### src/hdl/cpu_cfg.svh
// processor configuration

`ifndef CPU_CFG_SVH
`define CPU_CFG_SVH

// data path and bus width
`define WORD_W 32

// memory address width, PC and MAR carry this many bits
`define ADDR_W 9

// general register count, matches the 4-bit register fields
`define NUM_REGS 16

// index of the final control step, T5
`define LAST_STEP 5

`endif

### src/hdl/cpuPkg.sv
// processor types

`default_nettype none

package cpuPkg;

	// instruction opcode field, bits 31..27, unlisted codes run as no-op
	typedef enum logic [4:0] {
		opLdi  = 5'h01,
		opAdd  = 5'h02,
		opSub  = 5'h03,
		opAnd  = 5'h04,
		opOr   = 5'h05,
		opShl  = 5'h06,
		opShr  = 5'h07,
		opNot  = 5'h08,
		opIn   = 5'h09,
		opOut  = 5'h0A,
		opHalt = 5'h1F
	} opcodeT;

	typedef enum logic [2:0] {
		aluAdd, aluSub, aluAnd, aluOr, aluShl, aluShr, aluNot
	} aluOpT;

	// one bus driver per step
	typedef enum logic [2:0] {
		srcNone, srcPc, srcMdr, srcReg, srcZ, srcImm, srcInPort
	} busSrcT;

	typedef enum logic [1:0] {
		selRa, selRb, selRc
	} regSelT;

endpackage

`default_nettype wire

### src/hdl/ctrlIf.sv
// control strobe bundle

`timescale 1ns/10ps
`default_nettype none

interface ctrlIf;
	import cpuPkg::*;

	busSrcT busSrc; // bus driver this step
	regSelT regSel; // IR field naming the register
	logic regIn;
	logic marIn;
	logic mdrIn;
	logic irIn;
	logic yIn;
	logic zIn;
	logic incPc;
	logic pcClear; // restart at address 0
	logic read; // memory read, MDR takes memData
	logic outIn;
	aluOpT aluOp;

	modport ctl (
		output busSrc, regSel, regIn, marIn, mdrIn, irIn, yIn, zIn,
		output incPc, pcClear, read, outIn, aluOp
	);

	modport dp (
		input busSrc, regSel, regIn, marIn, mdrIn, irIn, yIn, zIn,
		input incPc, pcClear, read, outIn, aluOp
	);

endinterface

`default_nettype wire

### src/hdl/stepCounter.sv
// control step timer

`timescale 1ns/10ps
`default_nettype none
`include "cpu_cfg.svh"

module stepCounter (
	input logic Clock,
	input logic rstN,
	input logic advance,
	input logic clear,
	output logic [2:0] step
);

	always_ff @(posedge Clock or negedge rstN) begin
		if (!rstN) begin
			step <= '0;
		end else if (clear) begin
			step <= '0; // end of instruction, back to T0
		end else if (advance) begin
			step <= step + 3'd1;
		end
	end

	// the decoder must end every instruction by T5
	assert property (@(posedge Clock) disable iff (!rstN)
		step <= 3'(`LAST_STEP))
		else $error("control step beyond T%0d", `LAST_STEP);

endmodule

`default_nettype wire

### src/hdl/controlFsm.sv
// control unit

`timescale 1ns/10ps
`default_nettype none
`include "cpu_cfg.svh"

module controlFsm (
	input logic Clock,
	input logic rstN,
	input logic start,
	input logic [`WORD_W-1:0] ir,
	input logic [2:0] step,
	output logic stepAdvance,
	output logic stepClear,
	output logic running,
	output logic halted,
	ctrlIf.ctl ctl
);
	import cpuPkg::*;

	typedef enum logic [1:0] {stIdle, stRun, stHalt} stateT;

	stateT state;
	opcodeT op;
	aluOpT aluSel;
	logic isArith; // two-operand ALU instruction
	logic isLong; // needs steps beyond T2
	logic lastStep;
	logic anyStrobe;

	assign op = opcodeT'(ir[31:27]);
	assign isArith = op inside {opAdd, opSub, opAnd, opOr, opShl, opShr};
	assign isLong = isArith || (op inside {opNot, opLdi, opIn, opOut});
	assign running = (state == stRun);
	assign halted = (state == stHalt);
	assign stepClear = running && lastStep;
	assign stepAdvance = running && !lastStep;

	always_comb begin
		case (op)
			opSub: aluSel = aluSub;
			opAnd: aluSel = aluAnd;
			opOr: aluSel = aluOr;
			opShl: aluSel = aluShl;
			opShr: aluSel = aluShr;
			opNot: aluSel = aluNot;
			default: aluSel = aluAdd;
		endcase
	end

	// one set of strobes per step
	always_comb begin
		ctl.busSrc = srcNone;
		ctl.regSel = selRa;
		ctl.regIn = 1'b0;
		ctl.marIn = 1'b0;
		ctl.mdrIn = 1'b0;
		ctl.irIn = 1'b0;
		ctl.yIn = 1'b0;
		ctl.zIn = 1'b0;
		ctl.incPc = 1'b0;
		ctl.read = 1'b0;
		ctl.outIn = 1'b0;
		ctl.aluOp = aluSel;
		ctl.pcClear = start && !running; // restart from idle or halt
		lastStep = 1'b0;
		if (running) begin
			case (step)
				3'd0: begin
					ctl.busSrc = srcPc;
					ctl.marIn = 1'b1;
					ctl.incPc = 1'b1;
				end
				3'd1: begin
					ctl.read = 1'b1;
					ctl.mdrIn = 1'b1;
				end
				3'd2: begin
					ctl.busSrc = srcMdr;
					ctl.irIn = 1'b1;
					lastStep = !isLong; // halt and no-op stop here
				end
				3'd3: begin
					if (isArith || op == opNot) begin
						ctl.busSrc = srcReg;
						ctl.regSel = selRb;
						ctl.yIn = isArith;
						ctl.zIn = (op == opNot);
					end else begin
						ctl.busSrc = (op == opLdi) ? srcImm : (op == opIn) ? srcInPort : srcReg;
						ctl.regIn = (op != opOut);
						ctl.outIn = (op == opOut);
						lastStep = 1'b1;
					end
				end
				3'd4: begin
					if (isArith) begin
						ctl.busSrc = srcReg;
						ctl.regSel = selRc;
						ctl.zIn = 1'b1;
					end else begin
						ctl.busSrc = srcZ; // not writes back here
						ctl.regIn = 1'b1;
						lastStep = 1'b1;
					end
				end
				default: begin
					ctl.busSrc = srcZ;
					ctl.regIn = 1'b1;
					lastStep = 1'b1;
				end
			endcase
		end
	end

	always_ff @(posedge Clock or negedge rstN) begin
		if (!rstN) begin
			state <= stIdle;
		end else if (running) begin
			if (step == 3'd2 && op == opHalt) state <= stHalt;
		end else if (start) begin
			state <= stRun;
		end
	end

	assign anyStrobe = ctl.regIn || ctl.marIn || ctl.mdrIn || ctl.irIn || ctl.yIn
		|| ctl.zIn || ctl.incPc || ctl.read || ctl.outIn;

	// idle and halted wait at T0 and leave the datapath untouched
	assert property (@(posedge Clock) disable iff (!rstN)
		!running |-> step == 3'd0 && !anyStrobe && ctl.busSrc == srcNone);

	// the step counter follows exactly one command per running cycle
	assert property (@(posedge Clock) disable iff (!rstN)
		running |=> step == ($past(stepClear) ? 3'd0 : $past(step) + 3'd1));

endmodule

`default_nettype wire

### src/hdl/registerFile.sv
// general register file

`timescale 1ns/10ps
`default_nettype none
`include "cpu_cfg.svh"

module registerFile (
	input logic Clock,
	input logic rstN,
	ctrlIf.dp dp,
	input logic [`WORD_W-1:0] ir,
	input logic [`WORD_W-1:0] busIn,
	output logic [`WORD_W-1:0] readData
);
	import cpuPkg::*;

	localparam int IDX_W = $clog2(`NUM_REGS);

	logic [`WORD_W-1:0] regs [`NUM_REGS];
	logic [IDX_W-1:0] idx;

	// register number from the IR field the control unit names
	always_comb begin
		case (dp.regSel)
			selRb: idx = ir[22:19];
			selRc: idx = ir[18:15];
			default: idx = ir[26:23];
		endcase
	end

	assign readData = regs[idx];

	always_ff @(posedge Clock or negedge rstN) begin
		if (!rstN) begin
			for (int i = 0; i < `NUM_REGS; i++) begin
				regs[i] <= '0;
			end
		end else if (dp.regIn) begin
			regs[idx] <= busIn; // write from bus at end of step
		end
	end

endmodule

`default_nettype wire

### src/hdl/aluUnit.sv
// ALU with Y and Z registers

`timescale 1ns/10ps
`default_nettype none
`include "cpu_cfg.svh"

module aluUnit (
	input logic Clock,
	input logic rstN,
	ctrlIf.dp dp,
	input logic [`WORD_W-1:0] busIn,
	output logic [`WORD_W-1:0] zOut
);
	import cpuPkg::*;

	logic [`WORD_W-1:0] y; // first operand, held from the previous step
	logic [`WORD_W-1:0] z;
	logic [`WORD_W-1:0] result;
	logic [4:0] shamt;

	assign shamt = busIn[4:0]; // low five bits of Rc

	always_comb begin
		case (dp.aluOp)
			aluAdd: result = y + busIn; // wraps mod 2^32
			aluSub: result = y - busIn;
			aluAnd: result = y & busIn;
			aluOr: result = y | busIn;
			aluShl: result = y << shamt;
			aluShr: result = y >> shamt; // logical, zero fill
			aluNot: result = ~busIn;
			default: result = '0;
		endcase
	end

	always_ff @(posedge Clock or negedge rstN) begin
		if (!rstN) begin
			y <= '0;
		end else if (dp.yIn) begin
			y <= busIn;
		end
	end

	always_ff @(posedge Clock or negedge rstN) begin
		if (!rstN) begin
			z <= '0;
		end else if (dp.zIn) begin
			z <= result;
		end
	end

	assign zOut = z;

endmodule

`default_nettype wire

### src/hdl/busRegs.sv
// bus registers and bus multiplexer

`timescale 1ns/10ps
`default_nettype none
`include "cpu_cfg.svh"

module busRegs (
	input logic Clock,
	input logic rstN,
	ctrlIf.dp dp,
	input logic [`WORD_W-1:0] regData,
	input logic [`WORD_W-1:0] zData,
	input logic [`WORD_W-1:0] memData,
	input logic [`WORD_W-1:0] inPort,
	output logic [`WORD_W-1:0] bus,
	output logic [`WORD_W-1:0] ir,
	output logic [`ADDR_W-1:0] memAddr,
	output logic [`WORD_W-1:0] outPort,
	output logic outValid
);
	import cpuPkg::*;

	localparam int IMM_W = 19;

	logic [`ADDR_W-1:0] pc;
	logic [`ADDR_W-1:0] mar;
	logic [`WORD_W-1:0] mdr;
	logic [`WORD_W-1:0] irReg;
	logic [`WORD_W-1:0] imm;
	logic irPending; // MDR holds a fetched word not yet in IR

	assign imm = {{(`WORD_W - IMM_W){irReg[IMM_W-1]}}, irReg[IMM_W-1:0]};

	// decode sees the new instruction already in T2
	assign ir = irPending ? mdr : irReg;
	assign memAddr = mar;

	always_comb begin
		case (dp.busSrc)
			srcPc: bus = {{(`WORD_W - `ADDR_W){1'b0}}, pc};
			srcMdr: bus = mdr;
			srcReg: bus = regData;
			srcZ: bus = zData;
			srcImm: bus = imm;
			srcInPort: bus = inPort;
			default: bus = '0;
		endcase
	end

	always_ff @(posedge Clock or negedge rstN) begin
		if (!rstN) begin
			pc <= '0;
			irReg <= '0;
			irPending <= 1'b0;
			outPort <= '0;
			outValid <= 1'b0;
		end else begin
			if (dp.pcClear) pc <= '0;
			else if (dp.incPc) pc <= pc + 1'b1;
			if (dp.irIn) irReg <= bus;
			if (dp.mdrIn) irPending <= 1'b1;
			else if (dp.irIn) irPending <= 1'b0;
			if (dp.outIn) outPort <= bus;
			outValid <= dp.outIn; // high while the new value is first shown
		end
	end

	always_ff @(posedge Clock) begin
		if (dp.marIn) mar <= bus[`ADDR_W-1:0];
		if (dp.mdrIn) mdr <= dp.read ? memData : bus;
	end

	// bus loads need a real driver unless the MDR reads memory
	assert property (@(posedge Clock) disable iff (!rstN)
		(dp.marIn || dp.irIn || dp.yIn || dp.zIn || dp.regIn || dp.outIn
			|| (dp.mdrIn && !dp.read))
		|-> dp.busSrc inside {srcPc, srcMdr, srcReg, srcZ, srcImm, srcInPort});

endmodule

`default_nettype wire

### src/hdl/cpuTop.sv
// single-bus processor top

`timescale 1ns/10ps
`default_nettype none
`include "cpu_cfg.svh"

module cpuTop (
	input logic Clock,
	input logic rstN,
	input logic start, // one-cycle pulse, run from address 0
	input logic [`WORD_W-1:0] memData,
	input logic [`WORD_W-1:0] inPort,
	output logic [`ADDR_W-1:0] memAddr,
	output logic memRead,
	output logic outValid,
	output logic running,
	output logic halted,
	output logic [`WORD_W-1:0] outPort
);

	logic [`WORD_W-1:0] ir;
	logic [`WORD_W-1:0] bus;
	logic [`WORD_W-1:0] regData;
	logic [`WORD_W-1:0] zData;
	logic [2:0] step;
	logic stepAdvance;
	logic stepClear;

	ctrlIf ctrl ();

	assign memRead = ctrl.read;

	stepCounter stepCounter_inst (
		.Clock(Clock),
		.rstN(rstN),
		.advance(stepAdvance),
		.clear(stepClear),
		.step(step)
	);

	controlFsm controlFsm_inst (
		.Clock(Clock),
		.rstN(rstN),
		.start(start),
		.ir(ir),
		.step(step),
		.stepAdvance(stepAdvance),
		.stepClear(stepClear),
		.running(running),
		.halted(halted),
		.ctl(ctrl.ctl)
	);

	registerFile registerFile_inst (
		.Clock(Clock),
		.rstN(rstN),
		.dp(ctrl.dp),
		.ir(ir),
		.busIn(bus),
		.readData(regData)
	);

	aluUnit aluUnit_inst (
		.Clock(Clock),
		.rstN(rstN),
		.dp(ctrl.dp),
		.busIn(bus),
		.zOut(zData)
	);

	busRegs busRegs_inst (
		.Clock(Clock),
		.rstN(rstN),
		.dp(ctrl.dp),
		.regData(regData),
		.zData(zData),
		.memData(memData),
		.inPort(inPort),
		.bus(bus),
		.ir(ir),
		.memAddr(memAddr),
		.outPort(outPort),
		.outValid(outValid)
	);

endmodule

`default_nettype wire

### config.mk
export PLATFORM = sky130hd
export DESIGN_NAME = cpuTop
export DESIGN_NICKNAME = d
export VERILOG_FILES = /design/src/hdl/cpuPkg.sv /design/src/hdl/ctrlIf.sv /design/src/hdl/stepCounter.sv /design/src/hdl/controlFsm.sv /design/src/hdl/registerFile.sv /design/src/hdl/aluUnit.sv /design/src/hdl/busRegs.sv /design/src/hdl/cpuTop.sv
export VERILOG_INCLUDE_DIRS = /design/src /design/src/hdl
export SDC_FILE = /design/constraint.sdc
export NUM_CORES = 2
export LEC_CHECK = 0
export BUFFER_PORTS_ARGS = -buffer_cell sky130_fd_sc_hd__buf_2
export CORE_ASPECT_RATIO = 1.75
export CORE_UTILIZATION = 47
export DETAILED_ROUTE_END_ITERATION = 6
export PLACE_DENSITY = 0.75
export SETUP_SLACK_MARGIN = 0.3
export SLEW_MARGIN = 20
export SYNTH_ARGS = -nofsm -noshare
export SYNTH_HDL_FRONTEND = slang
export SYNTH_HIERARCHICAL = 1
export SYNTH_SLANG_ARGS = --single-unit
### constraint.sdc
create_clock -name Clock -period 8.05 [get_ports Clock]
set_clock_uncertainty 0.15 [all_clocks]
set_input_delay 0.805 -clock Clock [delete_from_list [all_inputs] [get_ports Clock]]
set_output_delay 0.805 -clock Clock [all_outputs]
set_load 0.01 [all_outputs]
==> flow_metrics.env <==
export IMPL_path_buf_inv=8
export IMPL_synth_area_um2=40390
export IMPL_num_vias=33810
export IMPL_slew_viol_final=0
export IMPL_status="finished clean"
export IMPL_hold_viol=0
export IMPL_syn_area_per_cell_um2=10.69
export IMPL_required_ns=8.45
export IMPL_tightest_slew_ns=1.063
export IMPL_cts_buffer_depth=3
export IMPL_firstDrtPassIters=6
export IMPL_cpMostUsedCell="buf_4"
export IMPL_crit_slowest_cell="mux4_2"
export IMPL_reg2reg_from="busRegs_inst/irPending"
export IMPL_stdcell_area_um2=46060
export IMPL_die_y_um=389.8
export IMPL_cts_sinks=697
export IMPL_htree_levels=2
export IMPL_wire_per_inst_um=27.85
export IMPL_cpPeakStageDelay_ns=0.56
export IMPL_finalNetCount=4063
export IMPL_antenna_found_initial=3
export IMPL_worstHoldPathType="in2async"
export IMPL_port_buffers=111
export IMPL_io_pins=112
export IMPL_cts_tree="done"
export IMPL_post_dp_cell_area_um2=43480
export IMPL_startpoint="busRegs_inst/irPending"
export IMPL_die_area_um2=87160
export IMPL_coreArea_um2=84680
export IMPL_rsz0062_at_grt="yes"
export IMPL_start_util_pct=47.70
export IMPL_drc=0
export IMPL_hold_ws_ns=0.05600
export IMPL_area_growth_pct=14.04
export IMPL_clockRootBuffer="clkbuf_16"
export IMPL_grt_pass1_vias=33670
export IMPL_grt_use_total_pct=32.01
export IMPL_final_layout_size_suffix_gt1_share_pct=31.37
export IMPL_yosysWarnings=6
export IMPL_ant_nets=0
export IMPL_crit_fanout=10
export IMPL_arrival_ns=8.12
export IMPL_fp_row_count=141
export IMPL_clock_latency_ns=0.69
export IMPL_postCtsHoldBufs=0
export IMPL_setup_viol=0
export IMPL_post_drt_via_cell_ratio=6.660
export IMPL_netlist_instances=3778
export IMPL_cp_end_kind="register"
export IMPL_slew_headroom_pct=29.12
export IMPL_clk_pin_slew_ns=0.08
export IMPL_reg2reg_depth=33
export IMPL_fin_setup_tns_ns=0
export IMPL_gp_congestion=1.035
export IMPL_first_iter_violations=3626
export IMPL_syn_num_nets=3885
export IMPL_overflow=0
export IMPL_dieWidth_um=223.6
export IMPL_dp_hpwl_um=97520
export IMPL_cts_inserted_buffers=60
export IMPL_clock_fmax_ghz=0.1295
export IMPL_cp_start_kind="register"
export IMPL_r2r_end="aluUnit_inst/zOut[26]"
export IMPL_min_period_ns=7.723
export IMPL_grt_max_degree=155
export IMPL_r2r_slack_ns=0.33
export IMPL_crit_family="simple AND/OR/NAND/NOR gates"
export IMPL_cap_viol_max_count=0
export IMPL_grt_pass1_wl_um=210700
export IMPL_crit_type="reg2reg"
export IMPL_period_share_pct=95.94
export IMPL_routed_wl_um=141400
## routing by layer
layer	up-vias	routed length (um)	track usage [%]
met4	2	12950	25.28
met3	605	9691	5.123
met5	-	13	0
met1	17040	49630	35.99
met2	1744	69130	53.98
li1	14420	-	-
## final cells by class
type / instances / area [um^2]
diodes: 1 / 2.502
clock buffers: 86 / 1752
clock inverters: 24 / 344.1
fillers: 7202 / 38620
inverters: 34 / 127.6
multi-input cells: 2684 / 21240
flip-flops and latches: 697 / 17650
well taps: 1072 / 1341
repair buffers: 479 / 3605
## how the worst max path moves through the flow
stage / cells past startpoint / endpoint
2_1_floorplan: 34 / aluUnit_inst/zOut[26]
3_3_place_gp: 30 / aluUnit_inst/zOut[31]
3_5_place_dp: 33 / aluUnit_inst/zOut[31]
4_1_cts: 32 / aluUnit_inst/zOut[26]
5_1_grt: 33 / aluUnit_inst/zOut[26]
6_report: 33 / aluUnit_inst/zOut[26]
## timing repair
| item | CTS | global route |
|---|---|---|
| gates resized for setup | 10 | 50 |
| endpoints found under the setup margin | 13 | 20 |
| gates cloned | 0 | 2 |
| hold endpoints to repair | 0 | 0 |
| pin swaps | 6 | 28 |
| buffers inserted | 5 | 21 |
## metrics by stage
stage	worst slack, ns	cells	util (%)
CTS	0.3019	5053	53.93
floorplan	0.3054	3778	-
global route	0.07763	5076	54.39
detailed placement	0.05379	4938	51.34
global placement	0.1116	4938	51.34
finish	0.3266	5077	54.39
## layout by cell type (no fill, tap or decap), types with 19 or more instances in the layout
cell and count:
edfxtp_1 41, mux4_2 53, nor3_1 25, a22oi_1 52
clkbuf_16 63, nor2_1 235, buf_2 110, nand2_1 235
nor2_4 21, nand3_1 216, a221o_1 47, o21ai_0 205
inv_1 25, ha_1 37, xor2_1 19, a21oi_1 159
a32oi_1 19, mux2_2 496, xnor2_1 39, dfrtp_1 655
and2_1 24, a21o_1 21, o211ai_1 44, nor2b_1 23
mux2i_1 78, a32o_1 34, buf_4 336, maj3_1 22
a31oi_1 152, mux2_1 113
## registers in the layout (all words and copies together), names as in the netlist
signal / cells
registerFile_inst/regs: 512
controlFsm_inst/state: 2
busRegs_inst/irPending: 1
busRegs_inst/outValid: 1
busRegs_inst/memAddr: 9
aluUnit_inst/zOut: 32
busRegs_inst/mdr: 32
busRegs_inst/irReg: 32
stepCounter_inst/step: 3
aluUnit_inst/y: 32
busRegs_inst/outPort: 32
busRegs_inst/pc: 9
Power is left out: the tool's default activity adds up to more than one toggle a clock period on the data nets, which glitch-free logic cannot reach.
